## src/mips_pkg.sv

```systemverilog
`default_nettype none

package mips_pkg;

    typedef logic [31:0] word_t;
    typedef logic [4:0] reg_addr_t;

    typedef enum logic [3:0] {
        ALU_ADD, ALU_SUB, ALU_AND, ALU_OR, ALU_XOR,
        ALU_SLT, ALU_SLTU, ALU_SLL, ALU_SRL, ALU_LUI
    } alu_op_e;

    typedef enum logic [1:0] {
        MEM_NONE, MEM_LOAD, MEM_STORE
    } mem_op_e;

    typedef enum logic {
        SIZE_WORD, SIZE_BYTE
    } mem_size_e;

    typedef enum logic [5:0] {
        OP_SPECIAL = 6'h00, OP_J = 6'h02, OP_BEQ = 6'h04, OP_BNE = 6'h05,
        OP_ADDIU = 6'h09, OP_SLTI = 6'h0a, OP_ANDI = 6'h0c, OP_ORI = 6'h0d,
        OP_LUI = 6'h0f, OP_LB = 6'h20, OP_LW = 6'h23, OP_LBU = 6'h24,
        OP_SB = 6'h28, OP_SW = 6'h2b
    } opcode_e;

    typedef enum logic [5:0] {
        FN_SLL = 6'h00, FN_SRL = 6'h02, FN_JR = 6'h08, FN_ADDU = 6'h21,
        FN_SUBU = 6'h23, FN_AND = 6'h24, FN_OR = 6'h25, FN_XOR = 6'h26,
        FN_SLT = 6'h2a, FN_SLTU = 6'h2b
    } funct_e;

    typedef struct packed {
        alu_op_e     alu_op;
        word_t       a;
        word_t       b;
        logic [15:0] imm;
        logic        imm_sel;
        logic        imm_unsigned; // Zero-extends ALU immediates and marks LBU on loads
        mem_op_e     mem_op;
        mem_size_e   mem_size;
        reg_addr_t   rd;
        logic        reg_we;
    } id_ex_t;

    typedef struct packed {
        word_t     result; // ALU result or memory address
        word_t     store_data;
        mem_op_e   mem_op;
        mem_size_e mem_size;
        logic      load_unsigned;
        reg_addr_t rd;
        logic      reg_we;
    } ex_mm_t;

    typedef struct packed {
        word_t     data;
        reg_addr_t rd;
        logic      we;
    } mm_wb_t;

    typedef struct packed {
        word_t      addr;
        logic [3:0] be;
        logic       read;
        logic       write;
        word_t      wdata;
    } dbus_req_t;

endpackage

`default_nettype wire
```

## src/mips_core.sv

```systemverilog
`timescale 1ns/1ps
`default_nettype none

module mips_core #(
    parameter mips_pkg::word_t RESET_PC = '0
) (
    input  wire                  clk,
    input  wire                  rst_n,
    output mips_pkg::word_t      imem_addr_o,
    input  wire mips_pkg::word_t imem_rdata_i,
    output mips_pkg::dbus_req_t  dbus_req_o,
    input  wire mips_pkg::word_t dbus_rdata_i
);

    mips_pkg::word_t     pc;
    mips_pkg::word_t     if_id_instr;
    mips_pkg::word_t     if_id_pc;
    mips_pkg::reg_addr_t rs_addr;
    mips_pkg::reg_addr_t rt_addr;
    mips_pkg::word_t     rs_file;
    mips_pkg::word_t     rt_file;
    mips_pkg::word_t     rs_val;
    mips_pkg::word_t     rt_val;
    logic                stall;
    logic                branch_taken;
    mips_pkg::word_t     branch_target;
    mips_pkg::id_ex_t    id_ctrl;
    mips_pkg::id_ex_t    id_ex_q;
    mips_pkg::ex_mm_t    ex_result;
    mips_pkg::ex_mm_t    ex_mm_q;
    mips_pkg::mm_wb_t    mm_result;
    mips_pkg::mm_wb_t    mm_wb_q;

    fetch_pc #(
        .RESET_PC(RESET_PC)
    ) i_fetch_pc (
        .clk            (clk),
        .rst_n          (rst_n),
        .stall_i        (stall),
        .branch_taken_i (branch_taken),
        .branch_target_i(branch_target),
        .pc_o           (pc)
    );

    assign imem_addr_o = pc;

    always_ff @(posedge clk or negedge rst_n) begin
        if (!rst_n) begin
            if_id_instr <= '0; // All-zero word is SLL r0, r0, 0
            if_id_pc <= '0;
        end else if (!stall) begin
            if_id_instr <= imem_rdata_i;
            if_id_pc <= pc;
        end
    end

    decode_unit i_decode_unit (
        .instr_i        (if_id_instr),
        .pc_i           (if_id_pc),
        .rs_val_i       (rs_val),
        .rt_val_i       (rt_val),
        .ctrl_o         (id_ctrl),
        .branch_taken_o (branch_taken),
        .branch_target_o(branch_target),
        .rs_addr_o      (rs_addr),
        .rt_addr_o      (rt_addr)
    );

    reg_file i_reg_file (
        .clk      (clk),
        .rst_n    (rst_n),
        .wb_i     (mm_wb_q),
        .rs_addr_i(rs_addr),
        .rt_addr_i(rt_addr),
        .rs_data_o(rs_file),
        .rt_data_o(rt_file)
    );

    operand_forward i_operand_forward (
        .rs_addr_i(rs_addr),
        .rt_addr_i(rt_addr),
        .rs_file_i(rs_file),
        .rt_file_i(rt_file),
        .ex_i     (ex_result),
        .mm_i     (ex_mm_q),
        .mm_data_i(mm_result.data),
        .rs_o     (rs_val),
        .rt_o     (rt_val),
        .stall_o  (stall)
    );

    always_ff @(posedge clk or negedge rst_n) begin
        if (!rst_n) begin
            id_ex_q <= '0;
        end else if (stall) begin
            id_ex_q <= '0; // Bubble while the load reaches memory
        end else begin
            id_ex_q <= id_ctrl;
        end
    end

    execute_alu i_execute_alu (
        .ctrl_i  (id_ex_q),
        .result_o(ex_result)
    );

    always_ff @(posedge clk or negedge rst_n) begin
        if (!rst_n) begin
            ex_mm_q <= '0;
        end else begin
            ex_mm_q <= ex_result;
        end
    end

    mem_access i_mem_access (
        .mm_i        (ex_mm_q),
        .dbus_rdata_i(dbus_rdata_i),
        .dbus_req_o  (dbus_req_o),
        .wb_o        (mm_result)
    );

    always_ff @(posedge clk or negedge rst_n) begin
        if (!rst_n) begin
            mm_wb_q <= '0;
        end else begin
            mm_wb_q <= mm_result;
        end
    end

endmodule

`default_nettype wire

```

## src/mem_access.sv

```systemverilog
`timescale 1ns/1ps
`default_nettype none

module mem_access (
    input  wire mips_pkg::ex_mm_t mm_i,
    input  wire mips_pkg::word_t  dbus_rdata_i,
    output mips_pkg::dbus_req_t   dbus_req_o,
    output mips_pkg::mm_wb_t      wb_o
);

    logic            is_load;
    logic            is_store;
    logic            is_byte;
    logic [1:0]      lane;
    logic [7:0]      load_byte;
    mips_pkg::word_t load_val;

    assign is_load = (mm_i.mem_op == mips_pkg::MEM_LOAD);
    assign is_store = (mm_i.mem_op == mips_pkg::MEM_STORE);
    assign is_byte = (mm_i.mem_size == mips_pkg::SIZE_BYTE);
    assign lane = mm_i.result[1:0];
    assign load_byte = dbus_rdata_i[{lane, 3'b000} +: 8];

    always_comb begin
        dbus_req_o = '0;
        dbus_req_o.addr = mm_i.result;
        dbus_req_o.read = is_load;
        dbus_req_o.write = is_store;
        dbus_req_o.wdata = is_byte ? {4{mm_i.store_data[7:0]}} : mm_i.store_data;
        if (is_load || is_store) begin
            dbus_req_o.be = is_byte ? (4'b0001 << lane) : 4'b1111; // Lane 0 is the low byte
        end
    end

    always_comb begin
        if (!is_byte) begin
            load_val = dbus_rdata_i;
        end else if (mm_i.load_unsigned) begin
            load_val = {24'b0, load_byte};
        end else begin
            load_val = {{24{load_byte[7]}}, load_byte};
        end
    end

    assign wb_o = '{
        data: is_load ? load_val : mm_i.result,
        rd:   mm_i.rd,
        we:   mm_i.reg_we
    };

endmodule

`default_nettype wire

```

## src/execute_alu.sv

```systemverilog
`timescale 1ns/1ps
`default_nettype none

module execute_alu (
    input  wire mips_pkg::id_ex_t ctrl_i,
    output mips_pkg::ex_mm_t      result_o
);

    logic            zero_ext;
    logic            is_load;
    mips_pkg::word_t ext_imm;
    mips_pkg::word_t op_b;
    mips_pkg::word_t alu_out;

    assign is_load = (ctrl_i.mem_op == mips_pkg::MEM_LOAD);

    // Address offsets are always sign-extended
    assign zero_ext = ctrl_i.imm_unsigned && (ctrl_i.mem_op == mips_pkg::MEM_NONE);
    assign ext_imm = zero_ext ? {16'b0, ctrl_i.imm} : {{16{ctrl_i.imm[15]}}, ctrl_i.imm};
    assign op_b = ctrl_i.imm_sel ? ext_imm : ctrl_i.b;

    always_comb begin
        case (ctrl_i.alu_op)
            mips_pkg::ALU_ADD:  alu_out = ctrl_i.a + op_b;
            mips_pkg::ALU_SUB:  alu_out = ctrl_i.a - op_b;
            mips_pkg::ALU_AND:  alu_out = ctrl_i.a & op_b;
            mips_pkg::ALU_OR:   alu_out = ctrl_i.a | op_b;
            mips_pkg::ALU_XOR:  alu_out = ctrl_i.a ^ op_b;
            mips_pkg::ALU_SLT:  alu_out = {31'b0, $signed(ctrl_i.a) < $signed(op_b)};
            mips_pkg::ALU_SLTU: alu_out = {31'b0, ctrl_i.a < op_b};
            mips_pkg::ALU_SLL:  alu_out = ctrl_i.a << op_b[4:0];
            mips_pkg::ALU_SRL:  alu_out = ctrl_i.a >> op_b[4:0];
            mips_pkg::ALU_LUI:  alu_out = {op_b[15:0], 16'b0};
            default:            alu_out = ctrl_i.a + op_b;
        endcase
    end

    assign result_o = '{
        result:        alu_out,
        store_data:    ctrl_i.b,
        mem_op:        ctrl_i.mem_op,
        mem_size:      ctrl_i.mem_size,
        load_unsigned: ctrl_i.imm_unsigned && is_load,
        rd:            ctrl_i.rd,
        reg_we:        ctrl_i.reg_we
    };

endmodule

`default_nettype wire

```

## src/decode_unit.sv

```systemverilog
`timescale 1ns/1ps
`default_nettype none

module decode_unit (
    input  wire mips_pkg::word_t instr_i,
    input  wire mips_pkg::word_t pc_i,
    input  wire mips_pkg::word_t rs_val_i,
    input  wire mips_pkg::word_t rt_val_i,
    output mips_pkg::id_ex_t     ctrl_o,
    output logic                 branch_taken_o,
    output mips_pkg::word_t      branch_target_o,
    output mips_pkg::reg_addr_t  rs_addr_o,
    output mips_pkg::reg_addr_t  rt_addr_o
);

    mips_pkg::opcode_e opcode;
    mips_pkg::funct_e  funct;
    mips_pkg::word_t   slot_pc;
    mips_pkg::word_t   br_target;
    mips_pkg::word_t   j_target;

    assign opcode = mips_pkg::opcode_e'(instr_i[31:26]);
    assign funct = mips_pkg::funct_e'(instr_i[5:0]);
    assign rs_addr_o = instr_i[25:21];
    assign rt_addr_o = instr_i[20:16];
    assign slot_pc = pc_i + 32'd4; // Targets are relative to the delay slot
    assign br_target = slot_pc + {{14{instr_i[15]}}, instr_i[15:0], 2'b00};
    assign j_target = {slot_pc[31:28], instr_i[25:0], 2'b00};

    always_comb begin
        ctrl_o = '0;
        ctrl_o.a = rs_val_i;
        ctrl_o.b = rt_val_i;
        ctrl_o.imm = instr_i[15:0];
        ctrl_o.rd = instr_i[20:16];
        branch_taken_o = 1'b0;
        branch_target_o = br_target;
        case (opcode)
            mips_pkg::OP_SPECIAL: begin
                ctrl_o.rd = instr_i[15:11];
                ctrl_o.reg_we = 1'b1;
                case (funct)
                    mips_pkg::FN_ADDU: ctrl_o.alu_op = mips_pkg::ALU_ADD;
                    mips_pkg::FN_SUBU: ctrl_o.alu_op = mips_pkg::ALU_SUB;
                    mips_pkg::FN_AND:  ctrl_o.alu_op = mips_pkg::ALU_AND;
                    mips_pkg::FN_OR:   ctrl_o.alu_op = mips_pkg::ALU_OR;
                    mips_pkg::FN_XOR:  ctrl_o.alu_op = mips_pkg::ALU_XOR;
                    mips_pkg::FN_SLT:  ctrl_o.alu_op = mips_pkg::ALU_SLT;
                    mips_pkg::FN_SLTU: ctrl_o.alu_op = mips_pkg::ALU_SLTU;
                    mips_pkg::FN_SLL, mips_pkg::FN_SRL: begin
                        ctrl_o.alu_op = mips_pkg::ALU_SLL;
                        if (funct == mips_pkg::FN_SRL) begin
                            ctrl_o.alu_op = mips_pkg::ALU_SRL;
                        end
                        ctrl_o.a = rt_val_i; // Shifts act on rt by shamt
                        ctrl_o.imm = {11'b0, instr_i[10:6]};
                        ctrl_o.imm_sel = 1'b1;
                        ctrl_o.imm_unsigned = 1'b1;
                    end
                    mips_pkg::FN_JR: begin
                        ctrl_o.reg_we = 1'b0;
                        branch_taken_o = 1'b1;
                        branch_target_o = rs_val_i;
                    end
                    default: ctrl_o = '0;
                endcase
            end
            mips_pkg::OP_ADDIU, mips_pkg::OP_SLTI, mips_pkg::OP_ANDI,
            mips_pkg::OP_ORI, mips_pkg::OP_LUI: begin
                ctrl_o.imm_sel = 1'b1;
                ctrl_o.reg_we = 1'b1;
                case (opcode)
                    mips_pkg::OP_SLTI: ctrl_o.alu_op = mips_pkg::ALU_SLT;
                    mips_pkg::OP_ANDI: ctrl_o.alu_op = mips_pkg::ALU_AND;
                    mips_pkg::OP_ORI:  ctrl_o.alu_op = mips_pkg::ALU_OR;
                    mips_pkg::OP_LUI:  ctrl_o.alu_op = mips_pkg::ALU_LUI;
                    default:           ctrl_o.alu_op = mips_pkg::ALU_ADD;
                endcase
                ctrl_o.imm_unsigned = (opcode == mips_pkg::OP_ANDI) || (opcode == mips_pkg::OP_ORI);
            end
            mips_pkg::OP_LW, mips_pkg::OP_LB, mips_pkg::OP_LBU: begin
                ctrl_o.imm_sel = 1'b1;
                ctrl_o.reg_we = 1'b1;
                ctrl_o.mem_op = mips_pkg::MEM_LOAD;
                if (opcode != mips_pkg::OP_LW) begin
                    ctrl_o.mem_size = mips_pkg::SIZE_BYTE;
                end
                ctrl_o.imm_unsigned = (opcode == mips_pkg::OP_LBU);
            end
            mips_pkg::OP_SW, mips_pkg::OP_SB: begin
                ctrl_o.imm_sel = 1'b1;
                ctrl_o.mem_op = mips_pkg::MEM_STORE;
                if (opcode == mips_pkg::OP_SB) begin
                    ctrl_o.mem_size = mips_pkg::SIZE_BYTE;
                end
            end
            mips_pkg::OP_BEQ: branch_taken_o = (rs_val_i == rt_val_i);
            mips_pkg::OP_BNE: branch_taken_o = (rs_val_i != rt_val_i);
            mips_pkg::OP_J: begin
                branch_taken_o = 1'b1;
                branch_target_o = j_target;
            end
            default: ctrl_o = '0; // Unsupported opcode becomes a bubble
        endcase
    end

endmodule

`default_nettype wire

```

## src/operand_forward.sv

```systemverilog
`timescale 1ns/1ps
`default_nettype none

module operand_forward (
    input  wire mips_pkg::reg_addr_t rs_addr_i,
    input  wire mips_pkg::reg_addr_t rt_addr_i,
    input  wire mips_pkg::word_t     rs_file_i,
    input  wire mips_pkg::word_t     rt_file_i,
    input  wire mips_pkg::ex_mm_t    ex_i,
    input  wire mips_pkg::ex_mm_t    mm_i,
    input  wire mips_pkg::word_t     mm_data_i,
    output mips_pkg::word_t          rs_o,
    output mips_pkg::word_t          rt_o,
    output logic                     stall_o
);

    logic ex_is_load;

    function automatic mips_pkg::word_t select_operand(
        input mips_pkg::reg_addr_t addr,
        input mips_pkg::word_t     file_val
    );
        if (addr == '0) begin
            return '0;
        end
        // A load in execute has no data yet, the stall covers that case
        if (ex_i.reg_we && ex_i.rd == addr && ex_i.mem_op != mips_pkg::MEM_LOAD) begin
            return ex_i.result;
        end
        if (mm_i.reg_we && mm_i.rd == addr) begin
            return mm_data_i; // Already holds aligned load data
        end
        return file_val;
    endfunction

    always_comb begin
        rs_o = select_operand(rs_addr_i, rs_file_i);
        rt_o = select_operand(rt_addr_i, rt_file_i);
    end

    assign ex_is_load = (ex_i.mem_op == mips_pkg::MEM_LOAD) && (ex_i.rd != '0);
    assign stall_o = ex_is_load && (ex_i.rd == rs_addr_i || ex_i.rd == rt_addr_i);

endmodule

`default_nettype wire

```

## src/reg_file.sv

```systemverilog
`timescale 1ns/1ps
`default_nettype none

module reg_file (
    input  wire                      clk,
    input  wire                      rst_n,
    input  wire mips_pkg::mm_wb_t    wb_i,
    input  wire mips_pkg::reg_addr_t rs_addr_i,
    input  wire mips_pkg::reg_addr_t rt_addr_i,
    output mips_pkg::word_t          rs_data_o,
    output mips_pkg::word_t          rt_data_o
);

    mips_pkg::word_t regs [32];
    logic            wr_en;

    assign wr_en = wb_i.we && (wb_i.rd != '0); // Register zero is never stored

    always_ff @(posedge clk or negedge rst_n) begin
        if (!rst_n) begin
            for (int i = 0; i < 32; i++) begin
                regs[i] <= '0;
            end
        end else if (wr_en) begin
            regs[wb_i.rd] <= wb_i.data;
        end
    end

    // Write-back in the same cycle wins over the stored value
    assign rs_data_o = (rs_addr_i == '0) ? '0 :
                       (wr_en && wb_i.rd == rs_addr_i) ? wb_i.data : regs[rs_addr_i];
    assign rt_data_o = (rt_addr_i == '0) ? '0 :
                       (wr_en && wb_i.rd == rt_addr_i) ? wb_i.data : regs[rt_addr_i];

endmodule

`default_nettype wire

```

## src/fetch_pc.sv

```systemverilog
`timescale 1ns/1ps
`default_nettype none

module fetch_pc #(
    parameter mips_pkg::word_t RESET_PC = '0
) (
    input  wire                  clk,
    input  wire                  rst_n,
    input  wire                  stall_i,
    input  wire                  branch_taken_i,
    input  wire mips_pkg::word_t branch_target_i,
    output mips_pkg::word_t      pc_o
);

    always_ff @(posedge clk or negedge rst_n) begin
        if (!rst_n) begin
            pc_o <= RESET_PC;
        end else if (stall_i) begin
            pc_o <= pc_o; // Refetch while the dependent instruction waits in decode
        end else if (branch_taken_i) begin
            pc_o <= branch_target_i; // Delay slot is already in IF/ID
        end else begin
            pc_o <= pc_o + 32'd4;
        end
    end

endmodule

`default_nettype wire

```

## config.mk

```make
export PLATFORM = sky130hd
export DESIGN_NAME = mips_core
export DESIGN_NICKNAME = d
export VERILOG_FILES = /design/src/mips_pkg.sv /design/src/mips_core.sv /design/src/mem_access.sv /design/src/execute_alu.sv /design/src/decode_unit.sv /design/src/operand_forward.sv /design/src/reg_file.sv /design/src/fetch_pc.sv
export SDC_FILE = /design/constraint.sdc
export NUM_CORES = 2
export LEC_CHECK = 0
export BUFFER_PORTS_ARGS = -buffer_cell sky130_fd_sc_hd__buf_2
export CAP_MARGIN = 10
export CORE_MARGIN = 8
export CORE_UTILIZATION = 51
export CTS_BUF_LIST = sky130_fd_sc_hd__clkbuf_16
export DETAILED_ROUTE_END_ITERATION = 10
export GPL_TIMING_DRIVEN = 1
export PLACE_DENSITY = 0.67
export SYNTH_ARGS = -nofsm -noshare
export SYNTH_HDL_FRONTEND = slang
export SYNTH_SLANG_ARGS = --single-unit
```

## constraint.sdc

```tcl
create_clock -name clk -period 8.05 [get_ports clk]
set_input_delay 1.2075 -clock clk [delete_from_list [all_inputs] [get_ports clk]]
set_output_delay 1.2075 -clock clk [all_outputs]
set_load 0.005 [all_outputs]
```

[Word level (Yosys, flattened, before mapping)]
Cells that the tools add are included.
Operators by class
  shift-type cells: 4
  add/sub/neg operators: 5
  reduce and logical (&&, ||, !) cells: 34
  eq/ne operators: 44
  $mul: 0
  mux-type cells: 69
  divide/modulo/power cells: 0
  bitwise logic cells: 6
  order comparisons: 6
Operator list (number)
  $bwmux 1024: 1
  $mux 32: 30
  $bmux 32 s5: 2
  $pmux 32 s9: 1
  $demux 32 s5: 1
  $pmux 80 s2: 1
  $pmux 32 s2: 2
  $mux 95: 1
  $eq 6x6->1 const B: 12
  $add 32x3->32 const B: 2
  $add 32x32->32: 2
  $lt 32x32->1: 2
  $eq 6x4->1 const B: 6
  $pmux 18 s2: 1
  $and 32x32->32: 1
  $eq 32x32->1: 1
  $ne 32x32->1: 1
  $or 32x32->32: 1
  $shiftx 32x6->8: 1
  $shl 32x5->32: 1
  $shr 32x5->32: 1
  $sub 32x32->32: 1
  $xor 32x32->32: 1
  $eq 5x5->1: 6
  38 further kinds: 89
Word-level totals
  register bits after elaboration: 1327
  word-level logic and storage cells: 223
  ROM bits: 0
  memory bits (writable): 0
  bits in latches: 0
  input port bits: 66
  memories: 0

[Logic depth before layout (Yosys ltp)]
  depth after elaboration: 14
  mapped depth: 28
  mapped depth without buffers: 24

[Hierarchy]
Synthesis repeated with hierarchy kept, for this count alone.
Second synthesis, totals
  cell total of the unflattened synthesis: 7186
  area, all modules: 82359.0 µm²
By module, submodules not included
  reg_file: cells an instance 3846, times used 1, sequential area each 25624.6 µm², area an instance 54989.0 µm²
  execute_alu: cells an instance 1385, times used 1, sequential area each 0.0 µm², area an instance 8847.2 µm²
  mips_core: cells an instance 448, times used 1, sequential area each 6781.5 µm², area an instance 8267.9 µm²
  decode_unit: cells an instance 623, times used 1, sequential area each 0.0 µm², area an instance 4242.8 µm²
  operand_forward: cells an instance 390, times used 1, sequential area each 0.0 µm², area an instance 2576.2 µm²
  fetch_pc: cells an instance 238, times used 1, sequential area each 800.8 µm², area an instance 1998.2 µm²
  mem_access: cells an instance 256, times used 1, sequential area each 0.0 µm², area an instance 1437.6 µm²

[Worst setup path before layout]
OpenSTA, ideal clock, no wires.
  kind: register to register
  start: register id_ex_q[10] (netlist bit)
  end: register i_fetch_pc.pc_o[0]
  clock period less this slack: 6645 ps
  data required time: 7925 ps
  cell stages (with the launch flop): 25
  buffers on the path: 5
  library setup time: 125 ps
  arrival: 6521 ps
  setup slack: 1405 ps
  path through: dfrtp_1 > buf_6 > mux2i_4 > buf_2 > buf_1 > clkbuf_1 > ha_1 > or2_2 > a2111oi_0 > o21a_1 > xnor2_1 > a221oi_2 > nor2_1 > a221o_1 > a2111oi_2 > nand4_1 > nor4_1 > nand4_1 > or4_1 > nor3_2 > a211oi_1 > or3_1 > buf_6 > nor2_4 > mux2_2
RTL lines
  start: declaration: RTL line mips_core.sv:28  | mips_pkg::id_ex_t id_ex_q;
  start signal: assignment: RTL line mips_core.sv:98  | id_ex_q <= id_ctrl;
  end signal: assignment: RTL line fetch_pc.sv:19  | pc_o <= pc_o;
  end signal: assignment: RTL line fetch_pc.sv:21  | pc_o <= branch_target_i;
  end signal: assignment: RTL line fetch_pc.sv:23  | pc_o <= pc_o + 32'd4;
  end: declaration: RTL line fetch_pc.sv:12  | output mips_pkg::word_t pc_o

[Final worst setup path]
  start: register id_ex_q[10] (netlist bit)
  end: register i_fetch_pc.pc_o[29]
Between the ends
  word-level cells in the longest chain between the ends: 11
  elaborated cells on any way between the ends: 27
  those cells by class: 2 x add/sub; 2 x order compare; 2 x eq/ne; 2 x shift; 16 x mux; 3 x bitwise
RTL lines
  $mux 32 (*): RTL line execute_alu.sv:20  | assign op_b = ctrl_i.imm_sel ? ext_imm : ctrl_i.b;
  $add 32x32->32 (tied with other cells): RTL line execute_alu.sv:24, execute_alu.sv:34
  $pmux 32 s9 (*): RTL line execute_alu.sv:23  | case (ctrl_i.alu_op)
  $mux 32: RTL line operand_forward.sv:27  | if (ex_i.reg_we && ex_i.rd == addr && ex_i.mem_op != mips_pkg::MEM_LOAD) begin
  $mux 32: RTL line operand_forward.sv:30  | if (mm_i.reg_we && mm_i.rd == addr) begin
  $mux 32: RTL line operand_forward.sv:33  | return file_val;
  $mux 32: RTL line operand_forward.sv:30
  $mux 32: RTL line operand_forward.sv:27
  $ne 32x32->1 (tied with other cells): RTL line decode_unit.sv:98  | mips_pkg::OP_BNE: branch_taken_o = (rs_val_i != rt_val_i);
  $pmux 1 s4 / $pmux 32 s2 (equally long branches): RTL line decode_unit.sv:38  | case (opcode)
  $mux 32 (*): RTL line fetch_pc.sv:20  | end else if (branch_taken_i) begin
Every way passes the cells marked *; elsewhere a longest branch is shown, timed or not.
A chain may end at the register's enable or synchronous reset.

==> results.sh <==
export IMPL_synth_edf_count=0
export IMPL_ctsResizeCount=1
export IMPL_drive_above_1_share_pct=33.0
export IMPL_synth_seq_cells=1327
export IMPL_core_rowCount=146
export IMPL_total_power_w=0.0169
export IMPL_syn_area_sq_um=81600
export IMPL_grt_max_degree=184
export IMPL_overflow=0
export IMPL_clkTransAtPathRegs_ps=60
export IMPL_fmax_mhz=128
export IMPL_synth_simple_gate_area_share_pct=8.34
export IMPL_areaGrowthSynthToFinish_pct=9.42
export IMPL_hpwl_um=216000
export IMPL_hp_start="id_ex_q[6]"
export IMPL_synth_area_top_cells="dfrtp_1 (41%), mux4_2 (15%), mux2_2 (14%), mux2i_1 (3.2%), nand2_1 (2.3%)"
export IMPL_worst_pin_slew_ps=1300
export IMPL_ff2ff_path_depth=23
export IMPL_hold_path_class="reg -> reg"
export IMPL_power_density_nw_per_um2=190
export IMPL_crit_fanout=43
export IMPL_final_cells=9054
export IMPL_end_kind="flip-flop"
export IMPL_seqPwrFrac_pct=43.6
export IMPL_clkPwrFrac_pct=39.7
export IMPL_hold_viol_final=0
export IMPL_slowest_stage="o41ai_2"
export IMPL_slowest_delay_ps=810
export IMPL_num_io_pins=168
export IMPL_worstPathArrival_ps=8490
export IMPL_p_int_w=0.0117
export IMPL_clock_sinks=1327
export IMPL_drt_total_wl_um=322000
export IMPL_ys_seq_area_share_pct=40.7
export IMPL_core_region_area_sq_um=159000
export IMPL_r2r_start="id_ex_q[10]"
export IMPL_die_w_um=416
export IMPL_yosysTopAreaCell="dfrtp_1"
export IMPL_required_ps=8720
export IMPL_setup_viol=0
export IMPL_min_to="ex_mm_q[7]"
export IMPL_htreeDepth=4
export IMPL_dp_cells=8773
export IMPL_yosys_warnings=0
export IMPL_dieHeight_um=416
export IMPL_antenna_found_initial=25
export IMPL_synth_distinct_cells=93
export IMPL_dr_pass1_iters=7
export IMPL_netlist_instances=6963
export IMPL_crit_top_cell="buf_4"
export IMPL_grt_usage_pct=36.5
export IMPL_relSlewSlack_pct=13.5
export IMPL_crit_type="reg -> reg"
export IMPL_combPwrFrac_pct=16.7
export IMPL_synth_fp_nets=7174
export IMPL_die_area_sq_um=173000
export IMPL_cts_buffers=149
export IMPL_via_per_inst=7.08
export IMPL_cap_viol_max_count=0
export IMPL_start_util_pct=51.4
export IMPL_r2r_setup_slack_ps=230
export IMPL_rsz0062_at_grt="false"
export IMPL_p_sw_w=0.00520
export IMPL_synth_compound_area_share_pct=10.5
export IMPL_drc=0
export IMPL_root_buffer="clkbuf_16"
export IMPL_globalplace_congestion=1.10
export IMPL_cts_tree="yes"
export IMPL_nNetsFinal=7064
export IMPL_regToRegEndpoint="i_fetch_pc.pc_o[29]"
export IMPL_period_minus_slack_ps=7820
export IMPL_nFillCells=13200
export IMPL_crit_path_cell_trace="mux2i_4, buf_4, inv_2, buf_4, nor2_1, a22oi_1, and3_1, a311o_1, o41ai_2, a2111oi_0, a2111oi_2, nand4_1, nor4_1, nand4_1, or4_1, nor3_2, buf_4, and3_1, or3_1, buf_12, nand2_1, buf_12, o311a_1"
export IMPL_clockBufferDepth=3
export IMPL_synthXorXnorAreaFrac_pct=1.30
export IMPL_drv_slew=0
export IMPL_drt_iter0_drc=8279
export IMPL_swShare_pct=30.7
export IMPL_synth_top_family_by_area="multiplexers"
export IMPL_clock_latency_ps=810
export IMPL_whs_path_depth=0
export IMPL_ir_drop_uv=238
export IMPL_yosys_most_used_dff="dfrtp_1"
export IMPL_via_count=64100
export IMPL_wire_per_inst_um=35.6
export IMPL_async_flop_share_pct=100
export IMPL_status="complete, no violations"
export IMPL_yosys_area_top_type_share_pct=40.7
export IMPL_grt_pass1_wl_um=467000
export IMPL_syn_area_per_cell_sq_um=11.7
export IMPL_final_core_util_pct=56.3
export IMPL_hold_buffers=0
export IMPL_finalCritPeriodShare_pct=97.2
export IMPL_port_buffers=167
export IMPL_synthMuxAreaShare_pct=32.5
export IMPL_ant_nets=0
export IMPL_worst_setup_path_start_kind="flip-flop"
export IMPL_fin_skew_ps=59.9
export IMPL_synthAdderAreaFrac_pct=2.25
export IMPL_leakage_nw=40.5
export IMPL_cts_setup_buffers=0
export IMPL_grt_pass1_vias=64100
==> through the flow <==
| step | setup slack [ps] | hold slack [ps] | setup TNS [ps] | instance area (sq um) |
|---|---|---|---|---|
| final | 228 | 347 | 0 | 89200 |
| after global routing | 129 | 360 | 0 | 89200 |
| after CTS | 81.1 | 348 | 0 | 89200 |
| after detailed placement | -251 | 335 | -4660 | 84400 |
| after global placement | -189 | 347 | -3310 | 84400 |
| after floorplan | 1400 | 331 | 0 | 81600 |
==> state kept, by name (all words and copies together) (netlist names) <==
register and cells:
mm_wb_q 38, i_fetch_pc.pc_o 32, ex_mm_q 74, if_id_pc 32, id_ex_q 95, i_reg_file.regs 1024, if_id_instr 32
==> area by class of cell <==
type,instances,area [sq um],area share (%)
Timing Repair Buffer,409,2960,3.32
Clock inverter,115,956,1.07
Multi-Input combinational cell,4797,45000,50.5
Tap cell,2072,2590,2.91
Sequential cell,1327,33200,37.2
Antenna cell,14,35.0,0.0393
Inverter,169,643,0.721
Clock buffer,151,3780,4.23
==> metal layers <==
layer  GRT usage (%)  share of wire (%)
met5               0              0.012
met4            24.9                8.4
met3            9.51                 10
met2            55.2                 44
met1            46.2                 37
==> synth_stat cells, drive strengths merged, types with 31 or more instances <==
cell type,number
o211ai,37
nand2,507
and3,49
nor2b,47
a22oi,80
a21oi,235
dfrtp,1327
nor3,127
buf,214
o21ai,240
o21a,53
inv,164
mux2i,262
mux2,1014
nand3,120
xor2,40
nor2,359
mux4,552
a31oi,48
and2,45
nand2b,35
ha,142
xnor2,81
a211oi,72
o22ai,97
clkbuf,456
a221oi,31
nand4,42
o221ai,32
==> power groups by stage <==
stage	Sequential [W]	Combinational, W	Clock [W]
2_1_floorplan	0.00720	0.00180	0
3_3_place_gp	0.00748	0.00275	0
3_5_place_dp	0.00748	0.00275	0
4_1_cts	0.00737	0.00277	0.00678
5_1_grt	0.00741	0.00300	0.00703
6_report	0.00738	0.00282	0.00673
==> cell families after synthesis <==
kind of cell | Yosys count
XOR/XNOR | 121
AND/OR/NAND/NOR | 1456
buffers and inverters | 839
adder cells (fa/ha/maj) | 145
flip-flops | 1327
multiplexers | 1828
AO/OA/AOI/OAI | 1247
==> worst max-delay path: cells and delay by family, from the launching register on <==
kind	cells	cell delay, ps
compound gates	6	2300
buf+inv	6	1470
flops	1	590
mux	1	320
simple gates	10	2950
==> worst max-delay path by stage <==
stage	from	end	slack, ps	depth (start not counted)
detailed placement	id_ex_q[10]	i_fetch_pc.pc_o[29]	-250	25
global placement	id_ex_q[10]	i_fetch_pc.pc_o[29]	-190	25
global route	id_ex_q[10]	i_fetch_pc.pc_o[26]	130	23
CTS	id_ex_q[10]	i_fetch_pc.pc_o[29]	80	23
finish	id_ex_q[10]	i_fetch_pc.pc_o[29]	230	23
floorplan	id_ex_q[10]	i_fetch_pc.pc_o[0]	1400	24
==> cell usage in the layout, fill, tap and decap left out, drive strengths merged, types with 18 or more instances in the layout <==
cell type	Yosys	final
dfrtp	1327	1327
mux2	1014	1014
mux4	552	552
nand2	507	507
buf	214	409
nor2	359	359
mux2i	262	262
o21ai	240	240
a21oi	235	235
inv	164	210
clkbuf	456	151
ha	142	142
nor3	127	127
nand3	120	120
o22ai	97	97
xnor2	81	81
a22oi	80	80
a211oi	72	72
clkinv	5	57
o21a	53	53
and3	49	49
a31oi	48	48
nor2b	47	47
and2	45	45
nand4	42	42
xor2	40	40
o211ai	37	37
nand2b	35	35
o221ai	32	32
a221oi	31	31
a21o	28	28
a222oi	23	23
or2	21	21
a22o	21	21
or3	20	20
a32oi	19	19
o22a	19	19
o21bai	18	18
nor4	18	18
a2111oi	18	18
(Power assumes the default switching activity.)
